`src/legIsaPkg.sv`:
```
package legIsaPkg;

  // datapath and address width
  localparam int XLEN = 64;
  // fixed 32-bit instruction word
  localparam int INSTR_WIDTH = 32;

  // register file geometry
  localparam int REG_COUNT = 32;
  localparam int REG_IDX_WIDTH = 5;
  // xzr, hard-wired zero
  localparam int ZERO_REG = 31;

  // decoded instruction class
  typedef enum logic [3:0] {
    opAdd, opSub, opAnd, opOrr, opEor,
    opAddi, opSubi, opAndi, opOrri, opEori,
    opLdur, opStur, opNop
  } instrOpE;

  // field positions within the instruction word
  localparam int OPC_HI = 31;
  localparam int OPC_LO = 21;
  localparam int RM_HI = 20;
  localparam int RM_LO = 16;
  localparam int IMM_HI = 21;
  localparam int IMM_LO = 10;
  localparam int DT_HI = 20;
  localparam int DT_LO = 12;
  localparam int RN_HI = 9;
  localparam int RN_LO = 5;
  localparam int RD_HI = 4;
  localparam int RD_LO = 0;

  // opcode field widths
  localparam int OPC_W = OPC_HI - OPC_LO + 1;
  // immediate forms only decode the upper ten opcode bits
  localparam int IMM_OPC_W = OPC_W - 1;

  // register forms, full 11-bit patterns
  localparam logic [OPC_W-1:0] OPC_ADD = 11'b10001011000;
  localparam logic [OPC_W-1:0] OPC_SUB = 11'b11001011000;
  localparam logic [OPC_W-1:0] OPC_AND = 11'b10001010000;
  localparam logic [OPC_W-1:0] OPC_ORR = 11'b10101010000;
  localparam logic [OPC_W-1:0] OPC_EOR = 11'b11001010000;
  // data transfer, d-format
  localparam logic [OPC_W-1:0] OPC_LDUR = 11'b11111000010;
  localparam logic [OPC_W-1:0] OPC_STUR = 11'b11111000000;

  // immediate forms, 10-bit patterns
  localparam logic [IMM_OPC_W-1:0] OPC_ADDI = 10'b1001000100;
  localparam logic [IMM_OPC_W-1:0] OPC_SUBI = 10'b1101000100;
  localparam logic [IMM_OPC_W-1:0] OPC_ANDI = 10'b1001001000;
  localparam logic [IMM_OPC_W-1:0] OPC_ORRI = 10'b1011001000;
  localparam logic [IMM_OPC_W-1:0] OPC_EORI = 10'b1101001000;

endpackage

```
`src/pipeCtrlPkg.sv`:
```
package pipeCtrlPkg;

  // alu function carried from decode into execute
  // add also serves the ldur/stur address sum
  typedef enum logic [2:0] {
    aluAdd,
    // inverted operand plus carry-in
    aluSub,
    aluAnd,
    aluOr,
    aluXor
  } aluOpE;

  // memory access kind, carried through to the mem stage
  typedef enum logic [1:0] {
    // no access, plain alu op or nop
    memNone,
    // ldur, result comes from loadData
    memLoad,
    // stur, rt goes out on storeData
    memStore
  } memOpE;

endpackage

```
`src/resultStage.sv`:
```
module resultStage (
  input  logic                                 clk,
  input  logic                                 rst,
  input  logic [legIsaPkg::XLEN-1:0]           result,
  input  logic [legIsaPkg::XLEN-1:0]           storeVal,
  input  logic [legIsaPkg::REG_IDX_WIDTH-1:0]  dest,
  input  logic                                 wrEn,
  input  pipeCtrlPkg::memOpE                   memOp,
  input  logic [legIsaPkg::XLEN-1:0]           loadData,
  output logic [legIsaPkg::XLEN-1:0]           dataAddr,
  output logic [legIsaPkg::XLEN-1:0]           storeData,
  output logic                                 storeEn,
  output logic                                 loadEn,
  output logic [legIsaPkg::REG_IDX_WIDTH-1:0]  wrIdx,
  output logic [legIsaPkg::XLEN-1:0]           wrData,
  output logic                                 wrEnOut
);
  import pipeCtrlPkg::*;

  // mem stage, straight off the ex/mem register
  // alu sum is the byte address
  assign dataAddr = result;
  assign storeData = storeVal;
  // one-cycle strobes, no handshake
  assign storeEn = (memOp == memStore);
  assign loadEn = (memOp == memLoad);

  // mem/wb register
  always_ff @(posedge clk) begin
    wrIdx <= dest;
    // memory answers in the same cycle as loadEn
    wrData <= loadEn ? loadData : result;
    if (rst) begin
      wrEnOut <= 1'b0;
    end else begin
      wrEnOut <= wrEn;
    end
  end

  // one access kind per cycle on the split bus
  assert property (@(posedge clk) disable iff (rst) !(storeEn && loadEn))
    else $error("load and store strobes high together");

endmodule

```
`config.mk`:
```
export PLATFORM = sky130hd
export DESIGN_NAME = resultStage
export DESIGN_NICKNAME = d
export VERILOG_FILES = /design/src/legIsaPkg.sv /design/src/pipeCtrlPkg.sv /design/src/resultStage.sv
export SDC_FILE = /design/constraint.sdc
export NUM_CORES = 1
export LEC_CHECK = 0
export BUFFER_PORTS_ARGS = -buffer_cell sky130_fd_sc_hd__buf_4
export CORE_AREA = 8 8 148 150
export DETAILED_ROUTE_END_ITERATION = 8
export DIE_AREA = 0 0 156 158
export PLACE_DENSITY = 0.51
export SLEW_MARGIN = 30
export SYNTH_ARGS = -nofsm -noshare
export SYNTH_HDL_FRONTEND = slang
export SYNTH_SLANG_ARGS = --single-unit
```
`constraint.sdc`:
```
create_clock -name clk -period 1.23 [get_ports clk]
set_input_delay 0.0615 -clock clk [delete_from_list [all_inputs] [get_ports clk]]
set_output_delay 0.0615 -clock clk [all_outputs]
set_load 0.05 [all_outputs]
```
# Word level (Yosys, flattened, before mapping)
# Index checks and enable logic that the tools add are counted.
# word_totals
elab_cells	6
reg_bits	70
out_inout_bits	200
input_bits	202
# classes
muxes	1
eq_ne	2
# op_table
operator	count
two-way mux 64 bit	1
equality test 2 x 1 -> 1 bit (second input constant)	1
equality test 2 bit (second input constant)	1

# Logic depth before layout (Yosys ltp)
# logic_depth
depth_word	2
mapped_depth	4
ltp_nobuf	2

# Worst setup path after synthesis
# No wires, ideal clock.
# synth_timing
path_type	input port to flip-flop
startpoint	in memOp[0]
endpoint	reg wrData[53] (netlist bit)
arrival_time_ns	0.834
t_required_ns	1.109
path_slack_ns	0.275
path_buffers	2
setup_time_ns	0.121
cell_stages	4
cell_sequence	nor2b_4 buf_12 buf_12 mux2_4
# synth_between
elab_chain_len	2
# synth_rtl
element	line_no	rtl
start: declaration	resultStage.sv:8	input pipeCtrlPkg::memOpE memOp,
equality test 2 x 1 -> 1 bit	resultStage.sv:26	assign loadEn = (memOp == memLoad);
net loadEn	resultStage.sv:13	output logic loadEn,
two-way mux 64 bit	resultStage.sv:32	wrData <= loadEn ? loadData : result;
end signal: assignment	resultStage.sv:32	
end: declaration	resultStage.sv:15	output logic [legIsaPkg::XLEN-1:0] wrData,
# The timed path passes the listed nets, and every way through them passes these cells.
# A chain may end at the register's enable or synchronous reset.

# Worst setup path after layout
# layout_timing
startpoint	in rst
endpoint	reg wrEnOut
# layout_lines
element	line_no	rtl
start: declaration	resultStage.sv:3	input logic rst,
end signal: assignment	resultStage.sv:36	wrEnOut <= wrEn;
end: declaration	resultStage.sv:16	output logic wrEnOut
# No word-level cell between the ends.

==> results.cfg <==
[logic_synthesis]
syn_area_mm2 = 0.00342
synth_seq_area_share = 0.410
synth_cells = 272
syn_avg_cell_area_um2 = 12.6
ys_ff_latch = 70
syn-num-nets = 474
ys_types = 8
yosys_warnings = 0

[die]
pin_count = 402
rows = 52
die_height_um = 158
initial_core_util = 0.174
die_x_um = 156
core-area_mm2 = 0.0197
fp.dieArea_mm2 = 0.0246

[power]
power_leakage_uw = 0.00312
power.density_mw_per_mm2 = 1220
peakVddDrop_v = 0.000428

[layout]
num_antenna_cells = 0
syn_to_final_growth_pct = 90.2
layout_common_cells = 280 x buf_4, 135 x dlygate4sd3_1, 70 x dfxtp_1
drive_gt1_frac = 0.637
fill_cells = 1920
layout_commonest_cell = buf_4
final_area_mm2 = 0.00651
nets = 768

[global_route]
grt_pass1_wl_um = 19800
met2_usage = 0.198
grt_pass1_vias = 3343
gr-usage-all-layers = 0.107
grtUsageMet1 = 0.0929
grt_max_degree = 19
antenna_found_initial = 0
grtUsageMet3 = 0.0489
gr-total-overflow = 0
busiest_layer = met2

[clock_network]
root_buffer = clkbuf_16
postCtsHoldBufs = 135
cts_setup_buffers = 0
htree_levels = 3
cts_sinks = 70
ctsResizeCount = 0
clockBufferDepth = 2
clk_pin_slew_ps = 60
numCtsBuffers = 9
cts_tree = yes

[route]
drt_iter0_drc = 56
drt_wl_total_um = 14100
drc = 0
wl_per_cell_um = 16.8
ant_nets = 0
num_vias = 2909
vias_per_cell = 3.46
drt_pre_antenna_iters = 4

[worst_setup_path]
critPathArrivalTime_ps = 1370
path_class = in -> reg
crit_fanout = 1
cp-start-kind = primary input
slowest_delay_ps = 550
worst_path_most_repeated_cell = dlygate4sd3_1
path_buf_inv = 3
path_cells = dlygate4sd3_1, buf_4, nor2b_1, dlygate4sd3_1
critPathTopFamily = buffers and inverters
crit_required_ps = 1500
end_kind = flip-flop
critPathSlowestCell = dlygate4sd3_1

[min_path]
holdPathStages = 0
worstHoldStart = storeVal[17]
hold_end = storeData[17]
hold_path.class = in -> out

[sta]
tightestPinTransition_ps = 168
max_slew_margin = 0.889
period_minus_slack_ps = 1100
finalHoldViolations = 0
setup-tns-final_ps = 0
fin_crit_sh = 0.893
whs_ps = 123
setup_viol = 0
drv_slew = 0
rsz0062_at_grt = false
clock.fmax_mhz = 911

[placement]
gp_congestion = 0.764
dp_hpwl_um = 10400
io_buffers = 273
placed_cell_area_mm2 = 0.00483

[run]
drv_cap = 0

[run_status]
status = complete, no violations
cell usage after synthesis:
cell type	count	area [µm²]
and2b_1	1	7.51
nor2b_1	1	6.26
buf_12	6	120
nor2b_4	1	13.8
mux2_2	15	169
mux2_4	49	736
dfxtp_1	70	1400
buf_4	129	968
per-stage QoR:
step / setup slack, ps / utilization / total power, µW / cells
after detailed placement: 52.2 / 0.245 / 4850 / 690
after global routing: 111 / 0.330 / 8290 / 840
after floorplan: 275 / - / 4640 / 272
final: 132 / 0.330 / 7960 / 840
after global placement: 75.8 / 0.245 / 4830 / 690
after CTS: 165 / 0.330 / 8100 / 840
logic make-up (layout without fill, tap and decap cells):
kind of cell | after synthesis | in the layout | synth area share
flops | 70 | 70 | 0.410
simple gates | 3 | 3 | 0.00804
mux | 64 | 64 | 0.264
buf+inv | 135 | 433 | 0.318
worst max-delay path by stage:
stage / start / end / slack [ps] / cells past startpoint
final: rst / wrEnOut / 130 / 4
after global routing: rst / wrEnOut / 110 / 4
after CTS: rst / wrEnOut / 170 / 4
after detailed placement: memOp[1] / wrData[27] / 50 / 5
after global placement: memOp[1] / wrData[25] / 80 / 5
after floorplan: memOp[0] / wrData[53] / 280 / 4
area by class of cell:
class                      count  area, µm²  share of cell area
clock buffer                  10        239              0.0367
clock inverter                 5       83.8              0.0129
multi-input combinational     67        932               0.143
sequential                    70       1400               0.215
tap                          270        338              0.0519
timing repair buffer         418       3510               0.540
sequential cells by signal (all words and copies together), names as in the netlist:
| signal | count |
|---|---|
| wrData | 64 |
| wrIdx | 5 |
| wrEnOut | 1 |
where the power goes:
group          internal [µW]  leakage (µW)  total [µW]  switching, µW
sequential              2450      0.000591        2500           52.6
combinational           1170       0.00238        2650           1470
clock                   1820      0.000151        2810            993
total                   5440       0.00312        7960           2520
layer usage:
metal,up-vias,wire length (µm)
met5,-,0
met4,0,541
met3,55,1500
met2,190,7580
met1,1322,4470
li1,1342,-
Power figures use the tool's default switching activity.
