File: config.mk
export PLATFORM = sky130hd
export DESIGN_NAME = execStage
export DESIGN_NICKNAME = d
export VERILOG_FILES = /design/src/legIsaPkg.sv /design/src/pipeCtrlPkg.sv /design/src/execStage.sv
export SDC_FILE = /design/constraint.sdc
export NUM_CORES = 1
export LEC_CHECK = 0
export ABC_AREA = 1
export BUFFER_PORTS_ARGS = -buffer_cell sky130_fd_sc_hd__buf_2
export CAP_MARGIN = 30
export CORE_MARGIN = 3
export CORE_UTILIZATION = 53
export DETAILED_ROUTE_END_ITERATION = 8
export PLACE_DENSITY = 0.8
export REMOVE_ABC_BUFFERS = 1
export SLEW_MARGIN = 30
export SYNTH_ARGS = -nofsm -noshare
export SYNTH_HDL_FRONTEND = slang
export SYNTH_SLANG_ARGS = --single-unit
File: constraint.sdc
create_clock -name clk -period 3.3 [get_ports clk]
set_input_delay 0.33 -clock clk [delete_from_list [all_inputs] [get_ports clk]]
set_output_delay 0.33 -clock clk [all_outputs]
set_load 0.05 [all_outputs]
File: src/legIsaPkg.sv
package legIsaPkg;

  // datapath and address width
  localparam int XLEN = 64;
  // fixed 32-bit instruction word
  localparam int INSTR_WIDTH = 32;

  // register file geometry
  localparam int REG_COUNT = 32;
  localparam int REG_IDX_WIDTH = 5;
  // xzr, hard-wired zero
  localparam int ZERO_REG = 31;

  // decoded instruction class
  typedef enum logic [3:0] {
    opAdd, opSub, opAnd, opOrr, opEor,
    opAddi, opSubi, opAndi, opOrri, opEori,
    opLdur, opStur, opNop
  } instrOpE;

  // field positions within the instruction word
  localparam int OPC_HI = 31;
  localparam int OPC_LO = 21;
  localparam int RM_HI = 20;
  localparam int RM_LO = 16;
  localparam int IMM_HI = 21;
  localparam int IMM_LO = 10;
  localparam int DT_HI = 20;
  localparam int DT_LO = 12;
  localparam int RN_HI = 9;
  localparam int RN_LO = 5;
  localparam int RD_HI = 4;
  localparam int RD_LO = 0;

  // opcode field widths
  localparam int OPC_W = OPC_HI - OPC_LO + 1;
  // immediate forms only decode the upper ten opcode bits
  localparam int IMM_OPC_W = OPC_W - 1;

  // register forms, full 11-bit patterns
  localparam logic [OPC_W-1:0] OPC_ADD = 11'b10001011000;
  localparam logic [OPC_W-1:0] OPC_SUB = 11'b11001011000;
  localparam logic [OPC_W-1:0] OPC_AND = 11'b10001010000;
  localparam logic [OPC_W-1:0] OPC_ORR = 11'b10101010000;
  localparam logic [OPC_W-1:0] OPC_EOR = 11'b11001010000;
  // data transfer, d-format
  localparam logic [OPC_W-1:0] OPC_LDUR = 11'b11111000010;
  localparam logic [OPC_W-1:0] OPC_STUR = 11'b11111000000;

  // immediate forms, 10-bit patterns
  localparam logic [IMM_OPC_W-1:0] OPC_ADDI = 10'b1001000100;
  localparam logic [IMM_OPC_W-1:0] OPC_SUBI = 10'b1101000100;
  localparam logic [IMM_OPC_W-1:0] OPC_ANDI = 10'b1001001000;
  localparam logic [IMM_OPC_W-1:0] OPC_ORRI = 10'b1011001000;
  localparam logic [IMM_OPC_W-1:0] OPC_EORI = 10'b1101001000;

endpackage

File: src/pipeCtrlPkg.sv
package pipeCtrlPkg;

  // alu function carried from decode into execute
  // add also serves the ldur/stur address sum
  typedef enum logic [2:0] {
    aluAdd,
    // inverted operand plus carry-in
    aluSub,
    aluAnd,
    aluOr,
    aluXor
  } aluOpE;

  // memory access kind, carried through to the mem stage
  typedef enum logic [1:0] {
    // no access, plain alu op or nop
    memNone,
    // ldur, result comes from loadData
    memLoad,
    // stur, rt goes out on storeData
    memStore
  } memOpE;

endpackage

File: src/execStage.sv
module execStage (
  input  logic                                 clk,
  input  logic                                 rst,
  input  logic [legIsaPkg::XLEN-1:0]           opA,
  input  logic [legIsaPkg::XLEN-1:0]           opB,
  input  logic [legIsaPkg::XLEN-1:0]           imm,
  input  logic                                 useImm,
  input  logic [legIsaPkg::REG_IDX_WIDTH-1:0]  dest,
  input  logic                                 wrEn,
  input  pipeCtrlPkg::aluOpE                   aluOp,
  input  pipeCtrlPkg::memOpE                   memOp,
  output logic [legIsaPkg::XLEN-1:0]           result,
  output logic [legIsaPkg::XLEN-1:0]           storeVal,
  output logic [legIsaPkg::REG_IDX_WIDTH-1:0]  destOut,
  output logic                                 wrEnOut,
  output pipeCtrlPkg::memOpE                   memOpOut
);
  import legIsaPkg::*;
  import pipeCtrlPkg::*;

  // id/ex payload
  logic [XLEN-1:0] opAQ;
  logic [XLEN-1:0] opBQ;
  logic [XLEN-1:0] immQ;
  logic [REG_IDX_WIDTH-1:0] destQ;
  // id/ex control
  logic useImmQ;
  logic wrEnQ;
  aluOpE aluOpQ;
  memOpE memOpQ;

  logic [XLEN-1:0] operandB;
  logic subtract;
  logic [XLEN-1:0] addend;
  logic [XLEN-1:0] sum;
  logic [XLEN-1:0] aluRes;

  always_ff @(posedge clk) begin
    opAQ <= opA;
    opBQ <= opB;
    immQ <= imm;
    destQ <= dest;
    if (rst) begin
      useImmQ <= 1'b0;
      wrEnQ <= 1'b0;
      aluOpQ <= aluAdd;
      memOpQ <= memNone;
    end else begin
      useImmQ <= useImm;
      wrEnQ <= wrEn;
      aluOpQ <= aluOp;
      memOpQ <= memOp;
    end
  end

  // second operand, immediate or register
  assign operandB = useImmQ ? immQ : opBQ;

  // single adder, sub as a + ~b + 1
  assign subtract = (aluOpQ == aluSub);
  assign addend = subtract ? ~operandB : operandB;
  assign sum = opAQ + addend + {{(XLEN - 1){1'b0}}, subtract};

  always_comb begin
    case (aluOpQ)
      aluAnd: aluRes = opAQ & operandB;
      aluOr: aluRes = opAQ | operandB;
      aluXor: aluRes = opAQ ^ operandB;
      // add and sub share the adder
      default: aluRes = sum;
    endcase
  end

  // ex/mem register
  always_ff @(posedge clk) begin
    result <= aluRes;
    // rt value for stur, read on port b
    storeVal <= opBQ;
    destOut <= destQ;
    if (rst) begin
      wrEnOut <= 1'b0;
      memOpOut <= memNone;
    end else begin
      wrEnOut <= wrEnQ;
      memOpOut <= memOpQ;
    end
  end

  // decode must always hand over a defined alu function
  assert property (@(posedge clk) disable iff (rst) !$isunknown(aluOp))
    else $error("unknown alu op from decode");

endmodule

### Word-level counts from Yosys, hierarchy flattened

Index checks and enable logic that the tools add are counted.

| operators by class | value |
|---|---|
| add/sub/neg operators | 2 |
| eq/ne operators | 4 |
| multiplexer cells | 3 |
| bitwise logic cells | 4 |

Operators by type and width:

| operator | count |
|---|---|
| 64-bit one-hot mux with 3 select lines | 1 |
| 64-bit 2-to-1 mux | 2 |
| 64-bit by 1-bit adder with 64-bit output | 1 |
| 64-bit adder | 1 |
| 64-bit AND | 1 |
| 64-bit inverter | 1 |
| 64-bit OR | 1 |
| 64-bit XOR | 1 |
| 3-bit by 2-bit equality test with 1-bit output, second input constant | 2 |
| 3-bit by 1-bit equality test with 1-bit output, second input constant | 1 |
| 3-bit equality test, second input constant | 1 |

| word-level totals | value |
|---|---|
| register bits | 340 |
| input bits | 206 |
| output and inout bits | 136 |
| logic and storage cells | 26 |

### Longest topological paths before layout

| depth | value |
|---|---|
| depth in word-level cells | 6 |
| depth in mapped cells | 23 |

### Worst setup path after synthesis

Ideal clock, no wire load.

| path | value |
|---|---|
| path kind | reg-to-reg |
| start point | reg aluOpQ[1] |
| end point | reg result[58] in the netlist's numbering |
| library setup time | 121 ps |
| arrival | 2653 ps |
| data required time | 3179 ps |
| setup slack | 525 ps |
| cell stages (with the launch flop) | 20 |
| buffers on the path | 2 |
| path through | dfxtp_1 inv_2 nand3_1 buf_6 clkbuf_1 xnor2_1 ha_1 a21oi_1 nand2_1 nand2_1 nand2_1 a21o_1 nand3_1 nand2_1 nand2_1 nand2_1 nand2_1 nand2_1 nand2_1 nand2_1 |

| between the ends | value |
|---|---|
| longest elaborated chain between the ends | 5 |
| elaborated cells between the ends (all ways) | 8 |
| classes of those cells | add/sub: 2; eq/ne: 4; mux: 2 |

RTL lines:

| element | line | source |
|---|---|---|
| start: declaration | execStage.sv:29 | `aluOpE aluOpQ;` |
| start signal: assignment | execStage.sv:46 | `aluOpQ <= aluAdd;` |
| start signal: assignment | execStage.sv:51 | `aluOpQ <= aluOp;` |
| 3-bit by 1-bit equality test with 1-bit output | execStage.sv:60 | `assign subtract = (aluOpQ == aluSub);` |
| 64-bit 2-to-1 mux | execStage.sv:61 | `assign addend = subtract ? ~operandB : operandB;` |
| 64-bit adder | execStage.sv:62 | `assign sum = opAQ + addend + {{(XLEN - 1){1'b0}}, subtract};` |
| 64-bit by 1-bit adder with 64-bit output | execStage.sv:62 |  |
| 64-bit one-hot mux with 3 select lines * | execStage.sv:65 | `case (aluOpQ)` |
| named net aluRes[58] | execStage.sv:36 | `logic [XLEN-1:0] aluRes;` |
| end signal: assignment | execStage.sv:76 | `result <= aluRes;` |
| end: declaration | execStage.sv:12 | `output logic [legIsaPkg::XLEN-1:0] result,` |

The timed path passes the listed nets; every way through them passes the cells marked *.
A chain may end at the register's enable or synchronous reset.

### Final worst setup path

| path | value |
|---|---|
| start point | reg useImmQ |
| end point | reg result[63] in the netlist's numbering |

| between the ends | value |
|---|---|
| longest elaborated chain between the ends | 6 |
| elaborated cells between the ends (all ways) | 9 |
| classes of those cells | add/sub: 2; mux: 3; bitwise: 4 |

RTL lines:

| element | line | source |
|---|---|---|
| start: declaration | execStage.sv:27 | `logic useImmQ;` |
| start signal: assignment | execStage.sv:49 | `useImmQ <= useImm;` |
| 64-bit 2-to-1 mux * | execStage.sv:57 | `assign operandB = useImmQ ? immQ : opBQ;` |
| 64-bit inverter | execStage.sv:61 |  |
| 64-bit 2-to-1 mux | execStage.sv:61 |  |
| 64-bit adder | execStage.sv:62 |  |
| 64-bit by 1-bit adder with 64-bit output | execStage.sv:62 |  |
| 64-bit one-hot mux with 3 select lines * | execStage.sv:65 |  |
| named net aluRes[63] | execStage.sv:36 |  |

Marks and branches as above.

==> Implementation_results.wiki <==
{| class="wikitable"
! Metric !! Value
|-
| Aggregate global routing overflow || 0
|-
| Slack of the critical path || -313.6 ps
|-
| Top area cells in the synthesized netlist || dfxtp_1, ha_1, nand2_1
|-
| Worst setup EP type || flip-flop
|-
| Number of levels in the clock H-tree || 2
|-
| Detailed-route wire length || 77870 µm
|-
| Count of cells along the worst hold path || 3
|-
| Area after DPL || 19710 µm²
|-
| Result of the run || complete, but fails checks
|-
| Number of warnings issued by yosys || 0
|-
| IO Count || 342
|-
| Source-to-sink clock delay at the later pin of the worst-skew pair || 560 ps
|-
| Slack of the worst reg-to-reg path || -310 ps
|-
| Bufs on Longest Clock Path || 3
|-
| Power share of the clock group || 30.7%
|-
| Share of synthesized area occupied by flip-flops and latches || 40.84%
|-
| Area of the placeable core || 30830 µm²
|-
| Reported max-cap violation count || 0
|-
| Final weighted congestion in routability-driven placement || 0.9797
|-
| Setup clock skew after layout || 33.81 ps
|-
| Max-slew violation count || 0
|-
| Vias per cell || 5.827
|-
| Half-perimeter wire length of the detailed placement result || 43930 µm
|-
| Drt first pass iters || 6
|-
| Via count || 19000
|-
| Crit path required time || 3730 ps
|-
| First element of the critical path || useImmQ
|-
| Net Sw Frac || 38.70%
|-
| Remaining max-slew budget at the tightest pin || 39.36%
|-
| Slew @ Worst Pin || 906.7 ps
|-
| Post-synthesis average cell area || 7.762 µm²
|-
| Power consumption || 0.01413 W
|-
| Clock tree from TritonCTS || built
|-
| DIE AREA || 33610 µm²
|-
| Internal portion of total power || 0.008664 W
|-
| Post-synth EDFFs || 0
|-
| Worst Reg2Reg Path Length in Cells || 19
|-
| Final-report hold violation count || 0
|-
| Starting density of the core || 54.06%
|-
| Fraction of power consumed by combinational cells || 35.6%
|-
| Post-synthesis instance area || 16670 µm²
|-
| Final worst-path cycle share || 109.5%
|-
| Post-route minimum period || 3614 ps
|-
| Initial detailed-routing violation count || 2593
|-
| Number of remaining DRC errors || 0
|-
| Critical path endpoint || result[63]
|-
| Number of global-route vias before repair || 18710
|-
| Rows || 64
|-
| Synth top cells by count || nand2_1, inv_1, dfxtp_1
|-
| Static leakage power || 12.08 nW
|-
| Share of the synthesized area in the top cell type || 40.84%
|-
| Reg-to-reg critical path endpoint || result[63]
|-
| Asr flop ratio synth || 0%
|-
| Number of setup violations in the final report || 15
|-
| First-pass GRT wire length || 103800 µm
|-
| Worst setup SP type || flip-flop
|-
| Power density over the cells || 586.4 nW/µm²
|-
| Sequential share of power || 33.7%
|-
| Post-route design area || 24100 µm²
|-
| Antenna violations before repair || 3
|-
| Chip height || 183.3 µm
|-
| Area delta synth->final || 44.62%
|-
| Count of mapped cells out of synthesis || 2147
|-
| Maximum vdd ir drop || 0.6944 mV
|-
| Clock transition time at the flip-flop clock pins of the worst setup and hold paths || 70 ps
|-
| Clock root buffer || clkbuf_16
|-
| Total net switching power || 0.005470 W
|-
| Pin count of the biggest net entering global routing || 66
|-
| Floorplan die width || 183.3 µm
|-
| Total Negative Setup Slacks || -1263 ps
|-
| Clock buffers created by TritonCTS || 35
|-
| Total Routing Usage GR || 39.62%
|-
| Share of layout cells above drive strength 1 || 25.35%
|-
| Layout Nets || 3236
|-
| Drt wl/cell || 23.88 µm
|-
| Reg-to-Reg Start || useImmQ
|-
| Post-synthesis cell type with the largest combined area || dfxtp_1
|-
| Violations in the final reports || setup timing
|-
| Synth Register Bits || 340
|-
| Maximum fanout count along the critical path || 7
|-
| Cell variety after synth || 37
|-
| Max Clock Freq || 0.2767 GHz
|-
| Most used standard cell by instance count after synthesis || nand2_1
|-
| Kind of path behind the tightest hold check || input port to flip-flop
|-
| CP Data Arrival Time || 4040 ps
|-
| Residual antenna-violating net count after detailed routing || 0
|-
| Port-buffer cells || 341
|-
| Class of the most critical setup path || flip-flop to flip-flop
|-
| RSZ-0062 raised after global routing || true
|-
| Sinks on the clock net || 340
|-
| Top FF cell, synth || dfxtp_1
|}
[stage by stage]
stage / util, % / cells / setup WS, ps / hold slack, ps
after global placement: 63.92 / 2957 / -309.4 / 309.6
after floorplan: - / 2100 / -3418 / 309.6
after CTS: 74.58 / 3224 / -23.68 / 5.101
final: 78.18 / 3261 / -313.6 / 57.07
after detailed placement: 63.92 / 2957 / -195.3 / 315.7
after global routing: 78.17 / 3260 / -311.5 / 57.92
[critical path, stage by stage, from the launching register on]
cell and delay, ps:
dfxtp_4 390, buf_12 160, clkbuf_16 170, nand2_1 80, o21ai_1 90, buf_4 170, xnor2_1 290, ha_1 350
a21oi_1 250, nor2_1 80, nor2_1 130, nor2_1 70, nor2_2 180, o21ai_1 170, inv_1 80, nand2_1 160
nand2_1 180, nand3_1 170, nand3_1 200, nand2_1 100
[how the worst min path moves through the flow]
stage	from	to
final	useImm	useImmQ
after global routing	useImm	useImmQ
after CTS	useImm	useImmQ
after detailed placement	destQ[0]	destOut[0]
after global placement	destQ[4]	destOut[4]
after floorplan	destQ[0]	destOut[0]
[final cells by class]
| type | count | area [µm²] |
|---|---|---|
| repair buffers | 700 | 5200 |
| inverters | 369 | 1388 |
| flip-flops and latches | 340 | 6812 |
| multi-input cells | 1391 | 8970 |
| clock inverters | 14 | 182.7 |
| fillers | 1834 | 6726 |
| clock buffers | 50 | 1054 |
| well taps | 396 | 495.5 |
| diodes | 1 | 2.502 |
[cells in the final DEF, fill, tap and decap left out, types with 24 or more instances in the layout]
master	netlist	layout
nor2_2	0	26
xnor2_1	62	57
nand3_1	75	68
buf_2	3	341
dfxtp_1	340	338
a21oi_2	0	34
nand2_1	425	403
o21ai_1	1	36
o21ai_2	0	24
a21oi_1	107	71
xor2_1	25	25
clkbuf_16	0	43
nand2_2	7	28
ha_1	192	187
o21ai_0	136	66
a221oi_1	42	42
dlygate4sd3_1	0	203
nor2_1	236	205
buf_4	0	135
inv_1	366	364
[power groups by stage]
stage	registers, W	logic (W)	clock network [W]
floorplan	0.00574	0.00167	0
global placement	0.00478	0.00407	0
detailed placement	0.00478	0.00414	0
CTS	0.00471	0.00438	0.00420
global route	0.00477	0.00526	0.00448
finish	0.00476	0.00503	0.00434
[state kept, by name (all words and copies together) (netlist names)]
signal    count
immQ         64
opAQ         64
opBQ         64
result       64
storeVal     64
destOut       5
destQ         5
aluOpQ        3
memOpOut      2
memOpQ        2
useImmQ       1
wrEnOut       1
wrEnQ         1
[logic make-up (layout without fill, tap and decap cells)]
kind of cell | count (synthesis) | count (layout) | synth area share (%)
fa+ha+maj | 193 | 193 | 14.53
simple gates | 779 | 779 | 18.79
xor+xnor | 87 | 87 | 4.572
other cells | 0 | 1 | 0
buf+inv | 416 | 1133 | 9.482
compound gates | 332 | 332 | 11.78
flops | 340 | 340 | 40.84
[routing by layer]
layer | track usage (%) | up-vias | share of wire, % | routed length, µm
li1 | - | 8182 | - | -
met1 | 48.28 | 8695 | 36 | 27920
met2 | 66.61 | 1589 | 45 | 34830
met3 | 8.925 | 531 | 12 | 9185
met4 | 18.95 | 6 | 7.6 | 5901
met5 | 0 | - | 0.054 | 42
[what timing repair did]
| item | CTS | global route |
|---|---|---|
| setup endpoints to repair | 14 | 47 |
| resized for setup | 15 | 233 |
| buffers inserted | 0 | 26 |
| pin swaps | 0 | 39 |
| hold buffers | 203 | 0 |
| gates cloned | 0 | 10 |
| hold endpoints to repair | 203 | 0 |
No activity file was read; power rests on OpenSTA's default activity.
