==> src/legIsaPkg.sv <==
package legIsaPkg;

  // datapath and address width
  localparam int XLEN = 64;
  // fixed 32-bit instruction word
  localparam int INSTR_WIDTH = 32;

  // register file geometry
  localparam int REG_COUNT = 32;
  localparam int REG_IDX_WIDTH = 5;
  // xzr, hard-wired zero
  localparam int ZERO_REG = 31;

  // decoded instruction class
  typedef enum logic [3:0] {
    opAdd, opSub, opAnd, opOrr, opEor,
    opAddi, opSubi, opAndi, opOrri, opEori,
    opLdur, opStur, opNop
  } instrOpE;

  // field positions within the instruction word
  localparam int OPC_HI = 31;
  localparam int OPC_LO = 21;
  localparam int RM_HI = 20;
  localparam int RM_LO = 16;
  localparam int IMM_HI = 21;
  localparam int IMM_LO = 10;
  localparam int DT_HI = 20;
  localparam int DT_LO = 12;
  localparam int RN_HI = 9;
  localparam int RN_LO = 5;
  localparam int RD_HI = 4;
  localparam int RD_LO = 0;

  // opcode field widths
  localparam int OPC_W = OPC_HI - OPC_LO + 1;
  // immediate forms only decode the upper ten opcode bits
  localparam int IMM_OPC_W = OPC_W - 1;

  // register forms, full 11-bit patterns
  localparam logic [OPC_W-1:0] OPC_ADD = 11'b10001011000;
  localparam logic [OPC_W-1:0] OPC_SUB = 11'b11001011000;
  localparam logic [OPC_W-1:0] OPC_AND = 11'b10001010000;
  localparam logic [OPC_W-1:0] OPC_ORR = 11'b10101010000;
  localparam logic [OPC_W-1:0] OPC_EOR = 11'b11001010000;
  // data transfer, d-format
  localparam logic [OPC_W-1:0] OPC_LDUR = 11'b11111000010;
  localparam logic [OPC_W-1:0] OPC_STUR = 11'b11111000000;

  // immediate forms, 10-bit patterns
  localparam logic [IMM_OPC_W-1:0] OPC_ADDI = 10'b1001000100;
  localparam logic [IMM_OPC_W-1:0] OPC_SUBI = 10'b1101000100;
  localparam logic [IMM_OPC_W-1:0] OPC_ANDI = 10'b1001001000;
  localparam logic [IMM_OPC_W-1:0] OPC_ORRI = 10'b1011001000;
  localparam logic [IMM_OPC_W-1:0] OPC_EORI = 10'b1101001000;

endpackage

==> src/pipeCtrlPkg.sv <==
package pipeCtrlPkg;

  // alu function carried from decode into execute
  // add also serves the ldur/stur address sum
  typedef enum logic [2:0] {
    aluAdd,
    // inverted operand plus carry-in
    aluSub,
    aluAnd,
    aluOr,
    aluXor
  } aluOpE;

  // memory access kind, carried through to the mem stage
  typedef enum logic [1:0] {
    // no access, plain alu op or nop
    memNone,
    // ldur, result comes from loadData
    memLoad,
    // stur, rt goes out on storeData
    memStore
  } memOpE;

endpackage

==> src/fetchDecode.sv <==
module fetchDecode #(
  parameter logic [legIsaPkg::XLEN-1:0] ResetPc = '0
) (
  input  logic                                 clk,
  input  logic                                 rst,
  input  logic [legIsaPkg::INSTR_WIDTH-1:0]    instr,
  input  logic [legIsaPkg::XLEN-1:0]           rdDataA,
  input  logic [legIsaPkg::XLEN-1:0]           rdDataB,
  output logic [legIsaPkg::XLEN-1:0]           instrAddr,
  output logic [legIsaPkg::REG_IDX_WIDTH-1:0]  rdIdxA,
  output logic [legIsaPkg::REG_IDX_WIDTH-1:0]  rdIdxB,
  output logic [legIsaPkg::XLEN-1:0]           opA,
  output logic [legIsaPkg::XLEN-1:0]           opB,
  output logic [legIsaPkg::XLEN-1:0]           imm,
  output logic                                 useImm,
  output logic [legIsaPkg::REG_IDX_WIDTH-1:0]  dest,
  output logic                                 wrEn,
  output pipeCtrlPkg::aluOpE                   aluOp,
  output pipeCtrlPkg::memOpE                   memOp
);
  import legIsaPkg::*;
  import pipeCtrlPkg::*;

  logic [XLEN-1:0] pc;
  // if/id register
  logic [INSTR_WIDTH-1:0] instrQ;
  logic [OPC_W-1:0] opcode;
  instrOpE instrOp;
  logic [XLEN-1:0] aluImm;
  logic [XLEN-1:0] xferOfs;

  // pc and if/id, reset loads a nop
  always_ff @(posedge clk) begin
    if (rst) begin
      pc <= ResetPc;
      instrQ <= '0;
    end else begin
      // straight-line fetch, no redirect
      pc <= pc + XLEN'(4);
      instrQ <= instr;
    end
  end

  assign instrAddr = pc;
  assign opcode = instrQ[OPC_HI:OPC_LO];

  // opcode classify
  // immediate forms ignore opcode bit 21
  always_comb begin
    casez (opcode)
      OPC_ADD: instrOp = opAdd;
      OPC_SUB: instrOp = opSub;
      OPC_AND: instrOp = opAnd;
      OPC_ORR: instrOp = opOrr;
      OPC_EOR: instrOp = opEor;
      {OPC_ADDI, 1'b?}: instrOp = opAddi;
      {OPC_SUBI, 1'b?}: instrOp = opSubi;
      {OPC_ANDI, 1'b?}: instrOp = opAndi;
      {OPC_ORRI, 1'b?}: instrOp = opOrri;
      {OPC_EORI, 1'b?}: instrOp = opEori;
      OPC_LDUR: instrOp = opLdur;
      OPC_STUR: instrOp = opStur;
      // all-zero word and anything unknown
      default: instrOp = opNop;
    endcase
  end

  // class to alu function
  always_comb begin
    case (instrOp)
      opSub, opSubi: aluOp = aluSub;
      opAnd, opAndi: aluOp = aluAnd;
      opOrr, opOrri: aluOp = aluOr;
      opEor, opEori: aluOp = aluXor;
      // add, addi, and the ldur/stur address sum
      default: aluOp = aluAdd;
    endcase
  end

  // class to memory access
  always_comb begin
    case (instrOp)
      opLdur: memOp = memLoad;
      opStur: memOp = memStore;
      default: memOp = memNone;
    endcase
  end

  // stores and nops leave the register file alone
  assign wrEn = !(instrOp inside {opStur, opNop});
  assign useImm = instrOp inside {opAddi, opSubi, opAndi, opOrri, opEori, opLdur, opStur};

  // 12-bit alu immediate, zero extended
  assign aluImm = {{(XLEN - (IMM_HI - IMM_LO + 1)){1'b0}}, instrQ[IMM_HI:IMM_LO]};
  // 9-bit byte offset, sign extended
  assign xferOfs = {{(XLEN - (DT_HI - DT_LO + 1)){instrQ[DT_HI]}}, instrQ[DT_HI:DT_LO]};
  // loads and stores always take the offset
  assign imm = (instrOp inside {opLdur, opStur}) ? xferOfs : aluImm;

  // port a reads rn
  assign rdIdxA = instrQ[RN_HI:RN_LO];
  // stur reads rt on port b as store data, others read rm
  assign rdIdxB = (instrOp == opStur) ? instrQ[RD_HI:RD_LO] : instrQ[RM_HI:RM_LO];
  // rd for alu ops, rt for ldur
  assign dest = instrQ[RD_HI:RD_LO];

  // register values go straight on to the id/ex register
  assign opA = rdDataA;
  assign opB = rdDataB;

  // sequential fetch, one word per cycle
  assert property (@(posedge clk) disable iff (rst)
    !$past(rst) |-> (pc == $past(pc) + XLEN'(4)))
    else $error("pc did not advance by 4");

endmodule

==> config.mk <==
export PLATFORM = sky130hd
export DESIGN_NAME = fetchDecode
export DESIGN_NICKNAME = d
export VERILOG_FILES = /design/src/legIsaPkg.sv /design/src/pipeCtrlPkg.sv /design/src/fetchDecode.sv
export SDC_FILE = /design/constraint.sdc
export NUM_CORES = 1
export LEC_CHECK = 0
export BUFFER_PORTS_ARGS = -buffer_cell sky130_fd_sc_hd__buf_2
export CAP_MARGIN = 20
export CORE_AREA = 2 2 171 173
export DETAILED_ROUTE_END_ITERATION = 8
export DIE_AREA = 0 0 173 175
export PLACE_DENSITY = 0.58
export SYNTH_ARGS = -nofsm -noshare
export SYNTH_HDL_FRONTEND = slang
export SYNTH_SLANG_ARGS = --single-unit
export TNS_END_PERCENT = 1
==> constraint.sdc <==
create_clock -name clk -period 9 [get_ports clk]
set_input_delay 0.9 -clock clk [delete_from_list [all_inputs] [get_ports clk]]
set_output_delay 0.9 -clock clk [all_outputs]
set_load 0.02 [all_outputs]
== After elaboration in Yosys (flattened, before gate mapping) ==
Memory sizes are Yosys's and may differ from the RTL's.
Cells that the tools add are included.

* Register bits after elaboration: 96
* Memory bits (read-only): 48
* Output and inout bits: 278
* Memories: 1

{| class="wikitable"
|+ Memories
! memory !! words !! bits a word !! rd ports !! clocked after memory_dff !! wr ports !! RTL line !! RTL
|-
| (name not given) || 16 || 3 || 1 || 0 || 0 || fetchDecode.sv:70 || <nowiki>case (instrOp)</nowiki>
|}

* Add/sub/neg operators: 1
* Equality and inequality tests: 20
* Mux-type cells: 4
* Reductions and logical operators: 4

{| class="wikitable"
|+ Operators by type and width
! operator !! count
|-
| $eq 11x11->1 const B || 7
|-
| $add 64x3->64 const B || 1
|-
| $mux 64 || 1
|-
| $eq 10x10->1 const B || 5
|-
| $pmux 4 s12 || 1
|-
| $eq 4x4->1 const B || 5
|-
| $eq 4x3->1 const B || 3
|-
| $reduce_bool 7->1 || 1
|-
| $mux 5 || 1
|-
| $pmux 2 s2 || 1
|-
| $reduce_bool 2->1 || 2
|-
| $logic_not 1->1 || 1
|}

== Logic depth before layout (Yosys ltp) ==
* Word-level depth: 5
* Gate-level depth with buffers: 8
* Depth with buffers taken out: 6

== Worst setup path before layout ==
No wires, ideal clock.

* Kind: register to output
* Start point: register instrQ[30]
* End point: output port imm[11] (netlist name)
* Data arrival time: 4,865 ps
* Setup slack: 3,235 ps
* Stages on the path, launching flop included: 6
* Path buffers: 1
* Cells stage by stage: dfxtp_1 > clkbuf_1 > nor4bb_1 > nand3_1 > nor3_1 > or2_2

* Longest elaborated chain between the ends: 5

{| class="wikitable"
|+ Ends and longest elaborated chain
! what !! RTL line !! RTL
|-
| start: declaration || fetchDecode.sv:26 || <nowiki>logic [INSTR_WIDTH-1:0] instrQ;</nowiki>
|-
| start signal: assignment || fetchDecode.sv:40 || <nowiki>instrQ <= instr;</nowiki>
|-
| $eq 11x11->1 / $eq 10x10->1 (equally long branches) || fetchDecode.sv:50 || <nowiki>casez (opcode)</nowiki>
|-
| $pmux 4 s12 * || fetchDecode.sv:50 ||
|-
| $eq 4x4->1 || fetchDecode.sv:98 || <nowiki>assign imm = (instrOp inside {opLdur, opStur}) ? xferOfs : aluImm;</nowiki>
|-
| $reduce_bool 2->1 * || fetchDecode.sv:98 ||
|-
| $mux 64 * || fetchDecode.sv:98 ||
|-
| end: declaration || fetchDecode.sv:14 || <nowiki>output logic [legIsaPkg::XLEN-1:0] imm,</nowiki>
|}

Mark *: on every way between the ends. The rest lies on a longest branch, timed or not.

== Worst setup path after layout ==
* Start point: register instrQ[30]
* End point: output port useImm

* Longest elaborated chain between the ends: 4

{| class="wikitable"
|+ Ends and longest elaborated chain
! what !! RTL line !! RTL
|-
| $eq 11x11->1 / $eq 10x10->1 (equally long branches) || fetchDecode.sv:50 ||
|-
| $pmux 4 s12 * || fetchDecode.sv:50 ||
|-
| $eq 4x3->1 / $eq 4x4->1 (equally long branches) || fetchDecode.sv:91 || <nowiki>assign useImm = instrOp inside {opAddi, opSubi, opAndi, opOrri, opEori, opLdur, opStur};</nowiki>
|-
| $reduce_bool 7->1 * || fetchDecode.sv:91 ||
|-
| end: declaration || fetchDecode.sv:15 || <nowiki>output logic useImm,</nowiki>
|}

Marks and branches as above.

==> results.py <==
metrics = {
    "floorplan": {
        "core_area_um2": 28400,
        "die-area_um2": 30300,
        "initial_core_util_pct": 20.1,
        "io_pins": 440,
        "die_height_um": 175,
        "die_w_um": 173,
        "floorplan.rows": 62,
    },
    "timing": {
        "fin_tns_setup_ps": 0,
        "setup_violations": 0,
        "timing.final.hold_violations": 0,
        "post_route_clock_period_utilization_pct": 49.8,
        "max-slew-margin-rel_pct": 39.2,
        "fin_worst_skew_ps": 17.0,
        "rsz0062_at_grt": "false",
        "layout_setup_ws_ps": 4520,
        "clock.fmax_mhz": 223,
        "finalMaxSlewViolations": 0,
        "final_period_minus_worst_setup_slack_ps": 4480,
        "hold_ws_ps": 486,
        "tightest_slew_ps": 904,
    },
    "clocking": {
        "cts_tree": "yes",
        "h-tree-depth": 3,
        "buffer_depth_of_the_longest_clock_path": 2,
        "num_cts_buffers": 9,
        "worst_setup_hold_path_clk_slew_ps": 80,
        "worstSkewPairLatency_ps": 360,
        "cts_hold_buf": 0,
        "cts_sinks": 94,
        "root_buffer": "sky130_fd_sc_hd__clkbuf_16",
        "post_cts.repair.setup_buffers": 0,
        "postCtsResizedCells": 0,
    },
    "logic_synthesis": {
        "netlist-cell-type-count": 46,
        "synth_area_um2": 5710,
        "post_synthesis_sequential_area_ratio_pct": 32.9,
        "synthesis.yosys.warnings": 0,
        "synthesis.area_per_instance_um2": 8.42,
        "synthArstFlopShare_pct": 0,
        "synthFlopType": "sky130_fd_sc_hd__dfxtp_1",
        "syn-instance-count": 678,
        "synth_edf_count": 0,
        "ys_seq_elements": 94,
    },
    "run_status": {
        "run_status": "complete, no violations",
    },
    "global_route": {
        "largest_net_degree_at_the_start_of_global_routing": 78,
        "number_of_global_route_vias_before_repair": 3967,
        "wire_length_of_the_first_global_routing_pass_um": 25900,
        "grt_usage_pct": 11.4,
        "gr-total-overflow": 0,
        "antenna_found_initial": 0,
    },
    "setup_path": {
        "cp-end-kind": "output port",
        "crit_chain": "nor4bb_1, nand4_1, nor2_1, nor3_1, a21oi_1, buf_2",
        "setup.worst_path.class": "flip-flop to output port",
        "worstPathArrival_ps": 3580,
        "timing.critical_path.slowest_stage_cell": "sky130_fd_sc_hd__nor2_1",
        "worstPathBufferInverterCount": 1,
        "wp_data_required_ps": 8100,
        "worst_path_top_cell_family_by_delay": "simple AND/OR/NAND/NOR gates",
        "critPathMaxStageDelay_ps": 880,
        "critPathLaunchType": "flip-flop",
        "worstPathMaxFanout": 12,
    },
    "drt": {
        "detail_route.wirelength_um": 18000,
        "vias_per_cell": 4.26,
        "remaining_drc_errors": 0,
        "drt.antenna.violating_nets": 0,
        "route.vias.total": 4439,
        "dr.first_iter.drc_count": 156,
        "drtPass1Iterations": 4,
        "routed_wire_length_per_instance_um": 17.3,
    },
    "placement": {
        "gp_congestion": 0.835,
        "dp_hpwl_um": 14200,
        "portbufs": 181,
        "placed_area_um2": 5570,
        "placed_cells": 1027,
        "detailedPlace.worstSlack_ps": 4650,
    },
    "layout": {
        "mostFrequentLayoutCells": "sky130_fd_sc_hd__buf_2, sky130_fd_sc_hd__dfxtp_1, sky130_fd_sc_hd__nor2_1, sky130_fd_sc_hd__nor2b_1, sky130_fd_sc_hd__a21oi_1",
        "final.fill_count": 3201,
        "stdcell_area_um2": 5880,
        "final_net_count": 817,
        "layout_commonest_cell": "sky130_fd_sc_hd__buf_2",
        "area.growth.synth_to_final_pct": 2.91,
        "drive_above_1_share_pct": 33.5,
        "layoutNonFillerInstCount": 1043,
        "antenna-diode-count": 0,
    },
    "pwr": {
        "switching_share_pct": 27.5,
        "cellPowerDensity_nw_per_um2": 151,
        "peakVddDrop_v": 0.0000741,
        "intPower_mw": 0.645,
        "seq_power_share_pct": 48.8,
        "share_of_total_power_in_combinational_logic_pct": 5.7,
        "p_switching_mw": 0.244,
        "clock_power_share_pct": 45.6,
        "leakage_nw": 2.44,
    },
    "flow_run": {
        "max_cap_violations": 0,
    },
    "hold_path": {
        "timing.hold.worst.class": "flip-flop to flip-flop",
    },
}
## through the flow
step / power (mW) / utilization, %
CTS: 0.913 / 20.7
finish: 0.889 / 20.7
detailed placement: 0.494 / 19.6
global placement: 0.494 / 19.6
global route: 0.931 / 20.7
floorplan: 0.558 / -
## logic make-up (layout without fill, tap and decap cells)
family,count (synthesis),in the layout,share of synthesized area (%)
flip-flops,94,94,32.9
adder cells (fa/ha/maj),1,1,0.219
other,1,2,0.0657
AO/OA/AOI/OAI,63,63,6.51
buffers and inverters,228,208,27.8
XOR/XNOR,30,30,4.60
AND/OR/NAND/NOR,243,243,24.4
multiplexers,18,18,3.50
## path summary, 6_finish.rpt
path	from	endpoint	slack, ps	depth (start not counted)
worst min-delay path	instrAddr[63]$_SDFF_PP0_	instrAddr[63]$_SDFF_PP0_	490	2
worst max register to register	instrAddr[13]$_SDFF_PP0_	instrAddr[45]$_SDFF_PP0_	5910	5
worst min register to register	instrAddr[63]$_SDFF_PP0_	instrAddr[63]$_SDFF_PP0_	490	2
worst max-delay path	instrQ[30]$_SDFF_PP0_	useImm	4520	6
## power groups by stage
stage	registers, mW	clock network [mW]	logic [mW]
CTS	0.433	0.428	0.0514
global route	0.435	0.441	0.0553
floorplan	0.440	0	0.118
detailed placement	0.443	0	0.0512
finish	0.433	0.405	0.0505
global placement	0.443	0	0.0511
## Yosys cell counts (2+ instances only)
cell                       instances  area (um^2)
sky130_fd_sc_hd__buf_1             3         11.3
sky130_fd_sc_hd__nand4_1          11         68.8
sky130_fd_sc_hd__nand3_1          26          130
sky130_fd_sc_hd__nor4b_1           2         17.5
sky130_fd_sc_hd__mux2i_1           2         20.0
sky130_fd_sc_hd__and4_1            9         78.8
sky130_fd_sc_hd__nand4b_1          7         61.3
sky130_fd_sc_hd__or2_2             2         12.5
sky130_fd_sc_hd__and4b_1           2         20.0
sky130_fd_sc_hd__o21ai_0          14         70.1
sky130_fd_sc_hd__nor4bb_1          2         20.0
sky130_fd_sc_hd__and3_1            3         18.8
sky130_fd_sc_hd__nor2_1           47          176
sky130_fd_sc_hd__a21o_1            2         15.0
sky130_fd_sc_hd__clkbuf_1         21         78.8
sky130_fd_sc_hd__nor4_1           16          100
sky130_fd_sc_hd__nand2_1          27          101
sky130_fd_sc_hd__or4_1            15          113
sky130_fd_sc_hd__mux2_2           16          180
sky130_fd_sc_hd__xor2_1            9         78.8
sky130_fd_sc_hd__and2_1            4         25.0
sky130_fd_sc_hd__dfxtp_1          94         1880
sky130_fd_sc_hd__xnor2_1          21          184
sky130_fd_sc_hd__buf_4           192         1440
sky130_fd_sc_hd__nor3_1           12         60.1
sky130_fd_sc_hd__nor3b_1           3         22.5
sky130_fd_sc_hd__inv_1             9         33.8
sky130_fd_sc_hd__or3_1            11         68.8
sky130_fd_sc_hd__a21oi_1          28          140
sky130_fd_sc_hd__buf_2             2         10.0
sky130_fd_sc_hd__nor2b_1          40          250
sky130_fd_sc_hd__o31ai_1          12         90.1
## state kept, by name, summed over array words and instances (netlist names)
name / flops
instrQ: 32
instrAddr: 62
## worst reg2reg max path, delay by kind of cell, from the launching register on
kind | cells | cell delay (ps)
flops | 1 | 450
mux | 1 | 330
simple gates | 4 | 2210
## area by class of cell
type                    instances  area (um^2)  share of cell area (%)
clock buffers                   9          225                    3.83
clock inverters                 7         81.3                    1.38
inverters                       9         33.8                   0.575
multi-input cells             357         2250                    38.3
flip-flops and latches         94         1880                    32.0
well taps                     384          480                    8.17
repair buffers                183          923                    15.7
## per-layer routing
layer	vias to the layer above	global-route usage (%)	part of all wire, %
met3	21	6.66	13
met5	-	1.44	0.33
met2	271	19.5	50
met1	2058	11.3	35
met4	2	4.38	2.7
li1	2087	-	-
Note: power is estimated with default switching activity, not from simulation.
